[config.mk]
export PLATFORM = sky130hd
export DESIGN_NAME = processor
export DESIGN_NICKNAME = d
export VERILOG_FILES = /design/src/source/cpuPkg.sv /design/src/source/fetchStage.sv /design/src/source/controlUnit.sv /design/src/source/decodeStage.sv /design/src/source/executeStage.sv /design/src/source/memoryStage.sv /design/src/source/processor.sv
export SDC_FILE = /design/constraint.sdc
export NUM_CORES = 2
export LEC_CHECK = 0
export BUFFER_PORTS_ARGS = -buffer_cell sky130_fd_sc_hd__buf_2
export CAP_MARGIN = 5
export CORE_MARGIN = 2
export CORE_UTILIZATION = 28
export CTS_BUF_LIST = sky130_fd_sc_hd__clkbuf_8 sky130_fd_sc_hd__clkbuf_16
export DETAILED_ROUTE_END_ITERATION = 7
export PLACE_DENSITY_LB_ADDON = 0.25
export SYNTH_ARGS = -nofsm -noshare
export SYNTH_HDL_FRONTEND = slang
export SYNTH_HIERARCHICAL = 1
export SYNTH_SLANG_ARGS = --single-unit
[constraint.sdc]
create_clock -name Clock -period 8.2 [get_ports Clock]
set_input_delay 0.41 -clock Clock [delete_from_list [all_inputs] [get_ports Clock]]
set_output_delay 0.41 -clock Clock [all_outputs]
set_load 0.005 [all_outputs]
[src/source/cpuPkg.sv]
package cpuPkg;

    // ##########################################################
    // basic word types
    // ##########################################################

    typedef logic [31:0] dataWord;   // register, ALU and memory value
    typedef logic [15:0] instrAddr;  // byte address into instruction memory
    typedef logic [4:0]  regIndex;

    // ##########################################################
    // instruction encodings
    // ##########################################################

    localparam logic [5:0] opR    = 6'h00;
    localparam logic [5:0] opJ    = 6'h02;
    localparam logic [5:0] opBeq  = 6'h04;
    localparam logic [5:0] opBne  = 6'h05;
    localparam logic [5:0] opAddi = 6'h08;
    localparam logic [5:0] opLw   = 6'h23;
    localparam logic [5:0] opSw   = 6'h2b;

    // R-type funct field
    localparam logic [5:0] fnAdd = 6'h20;
    localparam logic [5:0] fnSub = 6'h22;
    localparam logic [5:0] fnAnd = 6'h24;
    localparam logic [5:0] fnOr  = 6'h25;
    localparam logic [5:0] fnSlt = 6'h2a;

    // ##########################################################
    // datapath selects
    // ##########################################################

    typedef enum logic [2:0] {
        aluAdd,
        aluSub,
        aluAnd,
        aluOr,
        aluSlt
    } aluOp;

    // where execute takes an operand from
    typedef enum logic [1:0] {
        fwdNone,  // value read in decode
        fwdMem,   // ALU result now in memory stage
        fwdWb     // value now in writeback
    } fwdSel;

    localparam instrAddr resetPc = 16'h0000;

endpackage

[src/source/fetchStage.sv]
`timescale 1ns/1ps

module fetchStage import cpuPkg::*; (
    input  logic     Clock,
    input  logic     nReset,
    input  logic     stall,
    input  logic     flush,
    input  logic     branchTaken,
    input  instrAddr branchTarget,
    input  dataWord  InstrMem,
    output instrAddr InstrAddr,
    output dataWord  instrD,
    output instrAddr pcD
);

    instrAddr pcNext;

    // a taken branch wins over a load-use hold
    always_comb begin
        if (branchTaken)
            pcNext = branchTarget;
        else if (stall)
            pcNext = InstrAddr;
        else
            pcNext = InstrAddr + 16'd4;
    end

    always_ff @(posedge Clock, negedge nReset) begin
        if (!nReset)
            InstrAddr <= resetPc;
        else
            InstrAddr <= pcNext;
    end

    // fetch/decode register, an all zero word decodes as a no-op
    always_ff @(posedge Clock, negedge nReset) begin
        if (!nReset) begin
            instrD <= '0;
            pcD    <= resetPc;
        end else if (flush) begin
            instrD <= '0;
            pcD    <= resetPc;
        end else if (!stall) begin
            instrD <= InstrMem;
            pcD    <= InstrAddr;
        end
    end

endmodule

[src/source/controlUnit.sv]
`timescale 1ns/1ps

module controlUnit import cpuPkg::*; (
    input  dataWord instrD,
    input  logic    branchTaken,
    input  logic    memReadE,
    input  logic    regWriteE,
    input  logic    regWriteM,
    input  logic    regWriteW,
    input  regIndex destE,
    input  regIndex destM,
    input  regIndex destW,
    output aluOp    aluCtl,
    output logic    aluSrcImm,
    output logic    memRead,
    output logic    memWrite,
    output logic    regWrite,
    output logic    memToReg,
    output logic    branch,
    output logic    branchNe,
    output logic    jump,
    output logic    useRt,
    output regIndex dest,
    output logic    stall,
    output logic    flush,
    output fwdSel   fwdA,
    output fwdSel   fwdB
);

    logic [5:0] opcode;
    logic [5:0] funct;
    regIndex    rs;
    regIndex    rt;
    regIndex    rd;
    logic       useRs;

    assign opcode = instrD[31:26];
    assign funct  = instrD[5:0];
    assign rs     = instrD[25:21];
    assign rt     = instrD[20:16];
    assign rd     = instrD[15:11];

    // ##########################################################
    // decoder
    // ##########################################################

    always_comb begin
        aluCtl    = aluAdd;
        aluSrcImm = 1'b0;
        memRead   = 1'b0;
        memWrite  = 1'b0;
        regWrite  = 1'b0;
        memToReg  = 1'b0;
        branch    = 1'b0;
        branchNe  = 1'b0;
        jump      = 1'b0;
        useRt     = 1'b0;
        dest      = rt;
        case (opcode)
            opR: begin
                useRt    = 1'b1;
                dest     = rd;
                regWrite = 1'b1;
                case (funct)
                    fnAdd:   aluCtl = aluAdd;
                    fnSub:   aluCtl = aluSub;
                    fnAnd:   aluCtl = aluAnd;
                    fnOr:    aluCtl = aluOr;
                    fnSlt:   aluCtl = aluSlt;
                    default: regWrite = 1'b0;  // includes the all zero no-op
                endcase
            end
            opAddi: begin
                aluSrcImm = 1'b1;
                regWrite  = 1'b1;
            end
            opLw: begin
                aluSrcImm = 1'b1;
                memRead   = 1'b1;
                memToReg  = 1'b1;
                regWrite  = 1'b1;
            end
            opSw: begin
                aluSrcImm = 1'b1;
                memWrite  = 1'b1;
                useRt     = 1'b1;  // store data
            end
            opBeq, opBne: begin
                aluCtl   = aluSub;
                branch   = 1'b1;
                branchNe = (opcode == opBne);
                useRt    = 1'b1;
            end
            opJ: jump = 1'b1;
            default: ;
        endcase
    end

    assign useRs = !jump;  // J carries its target in the rs field

    // ##########################################################
    // hazards and forwarding
    // ##########################################################

    // load in execute feeding the instruction in decode
    assign stall = memReadE && regWriteE && destE != '0
                && ((useRs && destE == rs) || (useRt && destE == rt));

    assign flush = branchTaken;

    // chosen here and applied one stage later when the operands are in execute
    // a producer already in writeback is covered by the register file bypass
    function automatic fwdSel pickFwd(input regIndex src);
        fwdSel sel;
        if (src == '0)
            sel = fwdNone;
        else if (regWriteE && destE == src)
            sel = fwdMem;
        else if (regWriteM && destM == src)
            sel = fwdWb;
        else
            sel = fwdNone;
        return sel;
    endfunction

    assign fwdA = useRs ? pickFwd(rs) : fwdNone;
    assign fwdB = useRt ? pickFwd(rt) : fwdNone;

endmodule

[src/source/decodeStage.sv]
`timescale 1ns/1ps

module decodeStage import cpuPkg::*; (
    input  logic     Clock,
    input  logic     nReset,
    input  dataWord  instrD,
    input  instrAddr pcD,
    input  aluOp     aluCtl,
    input  logic     aluSrcImm,
    input  logic     memRead,
    input  logic     memWrite,
    input  logic     regWrite,
    input  logic     memToReg,
    input  logic     branch,
    input  logic     branchNe,
    input  logic     jump,
    input  logic     useRt,
    input  regIndex  dest,
    input  fwdSel    fwdA,
    input  fwdSel    fwdB,
    input  logic     stall,
    input  logic     flush,
    input  dataWord  wbData,
    input  regIndex  wbDest,
    input  logic     wbWrite,
    input  regIndex  RegAddr,
    output dataWord  RegData,
    output dataWord  rsValE,
    output dataWord  rtValE,
    output dataWord  immE,
    output instrAddr pcE,
    output dataWord  offsetE,
    output aluOp     aluCtlE,
    output logic     aluSrcImmE,
    output logic     memReadE,
    output logic     memWriteE,
    output logic     regWriteE,
    output logic     memToRegE,
    output logic     branchE,
    output logic     branchNeE,
    output logic     jumpE,
    output regIndex  destE,
    output fwdSel    fwdAE,
    output fwdSel    fwdBE
);

    dataWord regs [32];
    dataWord immExt;
    dataWord offsetVal;
    logic    bubble;

    // ##########################################################
    // register file
    // ##########################################################

    always_ff @(posedge Clock, negedge nReset) begin
        if (!nReset) begin
            for (int i = 0; i < 32; i++)
                regs[i] <= '0;
        end else if (wbWrite && wbDest != '0) begin
            regs[wbDest] <= wbData;
        end
    end

    // write-through so decode sees the value retiring this cycle
    function automatic dataWord readReg(input regIndex idx);
        dataWord val;
        if (idx == '0)
            val = '0;
        else if (wbWrite && wbDest == idx)
            val = wbData;
        else
            val = regs[idx];
        return val;
    endfunction

    assign RegData = regs[RegAddr];  // debug read

    assign immExt    = {{16{instrD[15]}}, instrD[15:0]};
    assign offsetVal = jump ? {6'b0, instrD[25:0]} : immExt;  // word index for J
    assign bubble    = stall || flush;

    // ##########################################################
    // decode/execute register
    // ##########################################################

    always_ff @(posedge Clock, negedge nReset) begin
        if (!nReset) begin
            aluCtlE    <= aluAdd;
            aluSrcImmE <= 1'b0;
            memReadE   <= 1'b0;
            memWriteE  <= 1'b0;
            regWriteE  <= 1'b0;
            memToRegE  <= 1'b0;
            branchE    <= 1'b0;
            branchNeE  <= 1'b0;
            jumpE      <= 1'b0;
            destE      <= '0;
            fwdAE      <= fwdNone;
            fwdBE      <= fwdNone;
        end else begin
            aluCtlE    <= aluCtl;
            aluSrcImmE <= aluSrcImm;
            memReadE   <= memRead && !bubble;
            memWriteE  <= memWrite && !bubble;
            regWriteE  <= regWrite && !bubble;
            memToRegE  <= memToReg;
            branchE    <= branch && !bubble;
            branchNeE  <= branchNe;
            jumpE      <= jump && !bubble;
            destE      <= dest;
            fwdAE      <= fwdA;
            fwdBE      <= fwdB;
        end
    end

    always_ff @(posedge Clock) begin
        rsValE  <= readReg(instrD[25:21]);
        rtValE  <= useRt ? readReg(instrD[20:16]) : '0;  // quiet when rt is a destination
        immE    <= immExt;
        pcE     <= pcD;
        offsetE <= offsetVal;
    end

endmodule

[src/source/executeStage.sv]
`timescale 1ns/1ps

module executeStage import cpuPkg::*; (
    input  logic     Clock,
    input  logic     nReset,
    input  dataWord  rsValE,
    input  dataWord  rtValE,
    input  dataWord  immE,
    input  instrAddr pcE,
    input  dataWord  offsetE,
    input  aluOp     aluCtlE,
    input  logic     aluSrcImmE,
    input  logic     memReadE,
    input  logic     memWriteE,
    input  logic     regWriteE,
    input  logic     memToRegE,
    input  logic     branchE,
    input  logic     branchNeE,
    input  logic     jumpE,
    input  regIndex  destE,
    input  fwdSel    fwdAE,
    input  fwdSel    fwdBE,
    input  dataWord  memFwd,
    input  dataWord  wbFwd,
    output logic     branchTaken,
    output instrAddr branchTarget,
    output dataWord  aluResM,
    output dataWord  storeM,
    output regIndex  destM,
    output logic     memReadM,
    output logic     memWriteM,
    output logic     regWriteM,
    output logic     memToRegM
);

    dataWord  opA;
    dataWord  opB;
    dataWord  aluIn2;
    dataWord  aluRes;
    instrAddr pcPlus4;
    instrAddr offsetBytes;

    function automatic dataWord fwdMux(input fwdSel sel, input dataWord regVal);
        dataWord val;
        case (sel)
            fwdMem:  val = memFwd;
            fwdWb:   val = wbFwd;
            default: val = regVal;
        endcase
        return val;
    endfunction

    assign opA    = fwdMux(fwdAE, rsValE);
    assign opB    = fwdMux(fwdBE, rtValE);  // also the store data
    assign aluIn2 = aluSrcImmE ? immE : opB;

    // ##########################################################
    // ALU
    // ##########################################################

    always_comb begin
        case (aluCtlE)
            aluSub:  aluRes = opA - aluIn2;
            aluAnd:  aluRes = opA & aluIn2;
            aluOr:   aluRes = opA | aluIn2;
            aluSlt:  aluRes = dataWord'($signed(opA) < $signed(aluIn2));
            default: aluRes = opA + aluIn2;
        endcase
    end

    // branch decision and target
    assign branchTaken  = jumpE || (branchE && ((opA == opB) != branchNeE));
    assign pcPlus4      = pcE + 16'd4;
    assign offsetBytes  = {offsetE[13:0], 2'b00};
    assign branchTarget = jumpE ? offsetBytes : pcPlus4 + offsetBytes;

    // execute/memory register
    always_ff @(posedge Clock, negedge nReset) begin
        if (!nReset) begin
            destM     <= '0;
            memReadM  <= 1'b0;
            memWriteM <= 1'b0;
            regWriteM <= 1'b0;
            memToRegM <= 1'b0;
        end else begin
            destM     <= destE;
            memReadM  <= memReadE;
            memWriteM <= memWriteE;
            regWriteM <= regWriteE;
            memToRegM <= memToRegE;
        end
    end

    always_ff @(posedge Clock) begin
        aluResM <= aluRes;
        storeM  <= opB;
    end

endmodule

[src/source/memoryStage.sv]
`timescale 1ns/1ps

module memoryStage import cpuPkg::*; (
    input  logic    Clock,
    input  logic    nReset,
    input  dataWord aluResM,
    input  dataWord storeM,
    input  regIndex destM,
    input  logic    memReadM,
    input  logic    memWriteM,
    input  logic    regWriteM,
    input  logic    memToRegM,
    input  dataWord MemData,
    output dataWord MemAddr,
    output dataWord WriteData,
    output logic    MemWrite,
    output logic    MemRead,
    output dataWord wbData,
    output regIndex wbDest,
    output logic    wbWrite,
    output dataWord memFwd
);

    dataWord result;

    // data memory port, read data comes back in the same cycle
    assign MemAddr   = aluResM;
    assign WriteData = storeM;
    assign MemWrite  = memWriteM;
    assign MemRead   = memReadM;

    assign memFwd = aluResM;  // loads never forward from here, decode stalls them
    assign result = memToRegM ? MemData : aluResM;

    // memory/writeback register
    always_ff @(posedge Clock, negedge nReset) begin
        if (!nReset) begin
            wbDest  <= '0;
            wbWrite <= 1'b0;
        end else begin
            wbDest  <= destM;
            wbWrite <= regWriteM;
        end
    end

    always_ff @(posedge Clock)
        wbData <= result;

endmodule

[src/source/processor.sv]
`timescale 1ns/1ps

module processor import cpuPkg::*; (
    input  logic     Clock,
    input  logic     nReset,
    input  dataWord  InstrMem,
    input  dataWord  MemData,
    input  regIndex  RegAddr,
    output instrAddr InstrAddr,
    output dataWord  MemAddr,
    output dataWord  WriteData,
    output logic     MemWrite,
    output logic     MemRead,
    output dataWord  RegData,
    output logic     nStall
);

    // ##########################################################
    // stage wiring named after the driving stage
    // ##########################################################

    dataWord  instrD;
    instrAddr pcD;
    aluOp     aluCtl;
    logic     aluSrcImm, memRead, memWrite, regWrite;
    logic     memToReg, branch, branchNe, jump, useRt;
    regIndex  dest;
    logic     stall, flush;
    fwdSel    fwdA, fwdB;

    dataWord  rsValE, rtValE, immE, offsetE;
    instrAddr pcE;
    aluOp     aluCtlE;
    logic     aluSrcImmE, memReadE, memWriteE, regWriteE, memToRegE;
    logic     branchE, branchNeE, jumpE;
    regIndex  destE;
    fwdSel    fwdAE, fwdBE;

    logic     branchTaken;
    instrAddr branchTarget;
    dataWord  aluResM, storeM;
    regIndex  destM;
    logic     memReadM, memWriteM, regWriteM, memToRegM;

    dataWord  wbData, memFwd;
    regIndex  wbDest;
    logic     wbWrite;

    assign nStall = !stall;

    fetchStage fetch0 (.*);

    controlUnit ctrl0 (
        .*,
        .destW    (wbDest),
        .regWriteW(wbWrite)
    );

    decodeStage dec0 (.*);

    executeStage ex0 (
        .*,
        .wbFwd(wbData)
    );

    memoryStage mem0 (.*);

endmodule

==> out/results.tsv <==
metric	value	unit
ios	186	
ant_nets	0	
synth_area	0.0799	mm²
hpwl	182000	µm
r2r_slack	3.05	ns
fin_setup_tns	0	ns
cts_hold_buf	65	
core-area	0.284	mm²
grtUsageTotal	20.6	%
area_delta_synth_final	12.3	%
grt_overflow	0	
die_h	538	µm
placed_cells	9289	
cp_cell_sequence	inv_1 -> ha_2 -> a22oi_1 -> nor2_1 -> a21oi_1 -> o21ai_0 -> inv_1 -> ha_1 -> or2_0 -> o221ai_1 -> a221oi_1 -> o21ai_1 -> a21boi_0 -> o31ai_1 -> o221ai_1 -> a221oi_1 -> o21ai_1	
post-route-min-period	5.15	ns
row_count	196	
syn-mean-instance-area	13.5	µm²
avgViaCountPerCell	5.73	
critPathMaxStageDelay	0.74	ns
worst_pin_slew	1.47	ns
grt_max_degree	149	
maxCapViolCount	0	
outcome	complete, no violations	
clkTransAtPathRegs	0.07	ns
avgRoutedWirePerCell	31.4	µm
slowest_stage	ha_2	
worstPathRequired	8.91	ns
clock_path_buffers	3	
n_fill_cell	28298	
crit_type	reg2reg	
skew	0.0340	ns
start_kind	flop	
cts_root_buf	clkbuf_16	
setup_viol	0	
min_path_type	in2async	
drtPass1Iterations	7	
cts_buffers	159	
cts_setup_buffers	0	
power_density	192	mW/mm²
cts_tree	built	
syn_inst	5935	
grt_pass1_vias	56282	
yosys_warnings	6	
drive_gt1_share	44.8	%
start_util	28.1	%
grt_pass1_wl	433000	µm
vias	55331	
synth.net_count	6135	
vdd_drop_max	189	µV
finalWirelength	303000	µm
path_buf_inv	2	
max_freq	0.194	GHz
num-nets-final	5953	
htree_levels	4	
critPathMaxFanout	32	
gp_congestion	0.915	
fin_cells	9659	
crit_family	compound AO/OA/AOI/OAI gates	
slew_headroom	2.18	%
p_leak	38.4	nW
die_x	538	µm
hold_viol_final	0	
arrival	5.86	ns
r2r-end	ex0/aluResM[27]	
cts_resized	0	
cp-end-kind	flop	
cts_sinks	1315	
min_period_over_period	62.8	%
r2r-start	dec0/fwdBE[0]	
drtIter0Drc	5772	
rsz0062_at_grt	false	
post-route-drc-count	0	
slew_violations	0	
reg2reg_depth	17	
die-area	0.290	mm²
antenna_found_initial	20	
io_buffers	185	
insertion_delay	0.84	ns
[power by group]
group | switching (W) | total [W] | internal [W]
sequential | 0.000430 | 0.00722 | 0.00679
combinational | 0.00152 | 0.00257 | 0.00104
clock | 0.00305 | 0.00748 | 0.00442
total | 0.00501 | 0.0173 | 0.0123
[cell type report]
class | instances | area, µm² | area share (%)
Antenna cell | 9 | 22.5 | 0.0251
Clock buffer | 191 | 4420 | 4.92
Clock inverter | 105 | 1140 | 1.27
Inverter | 145 | 544 | 0.606
Multi-Input combinational cell | 3744 | 44100 | 49.2
Sequential cell | 1315 | 32000 | 35.6
Tap cell | 3762 | 4710 | 5.24
Timing Repair Buffer | 388 | 2820 | 3.14
[worst max path at each step]
stage	from	to	slack [ns]	cells after the start
after CTS	dec0/fwdBE[0]	ex0/aluResM[27]	3.20	17
after global routing	dec0/fwdBE[0]	ex0/aluResM[30]	2.65	18
after detailed placement	dec0/fwdBE[0]	ex0/aluResM[27]	3.20	17
final	dec0/fwdBE[0]	ex0/aluResM[27]	3.05	17
after floorplan	dec0/fwdBE[0]	ex0/aluResM[24]	4.02	18
after global placement	dec0/fwdBE[0]	ex0/aluResM[28]	3.32	17
[cell usage in the layout, fill, tap and decap left out, types with 14 or more instances in the layout]
master and count:
dfrtp_1 1113, mux2_2 1099, mux4_2 830, nor2_1 210, inv_1 192, dfxtp_1 185
nand2_1 182, buf_2 179, clkbuf_16 159, o21ai_0 150, a21oi_1 142, o22ai_1 142
buf_4 127, ha_1 124, mux2i_1 119, o211ai_1 78, xnor2_1 68, a22oi_1 68
dlygate4sd3_1 65, o2111a_1 62, clkbuf_8 32, mux2_4 30, nor3_1 26, xor2_1 25
nor2b_1 24, o221ai_1 22, nand3_1 19, nand4_1 19, bufinv_16 18, a221oi_1 18
nor2_4 17, a21o_1 16, clkinv_2 14, nand2_4 14
[stage by stage]
stage	cell area [µm²]	hold slack, ns	worst slack [ns]	total power (W)	utilization [%]
2_1_floorplan	79900	0.114	4.02	0.00887	-
3_3_place_gp	83500	0.337	3.32	0.00985	29.4
3_5_place_dp	83500	0.348	3.20	0.00987	29.4
4_1_cts	89700	0.183	3.20	0.0175	31.5
5_1_grt	89700	0.206	2.65	0.0179	31.5
6_report	89800	0.172	3.05	0.0173	31.6
[routing by layer]
layer	wire (µm)	GRT usage (%)	vias to the layer above
met4	13700	8.60	12
met1	128000	27.7	29882
met3	21400	3.78	558
met2	140000	32.5	2436
met5	114	0.0986	-
li1	-	-	22443
[state kept, by name, indices dropped and copies added (netlist names), 32 cells and up]
register / cells
dec0/regs: 1024
dec0/rsValE: 32
dec0/rtValE: 32
ex0/aluResM: 32
ex0/storeM: 32
fetch0/instrD: 32
mem0/wbData: 32
Note: power is estimated with default switching activity, not from simulation.
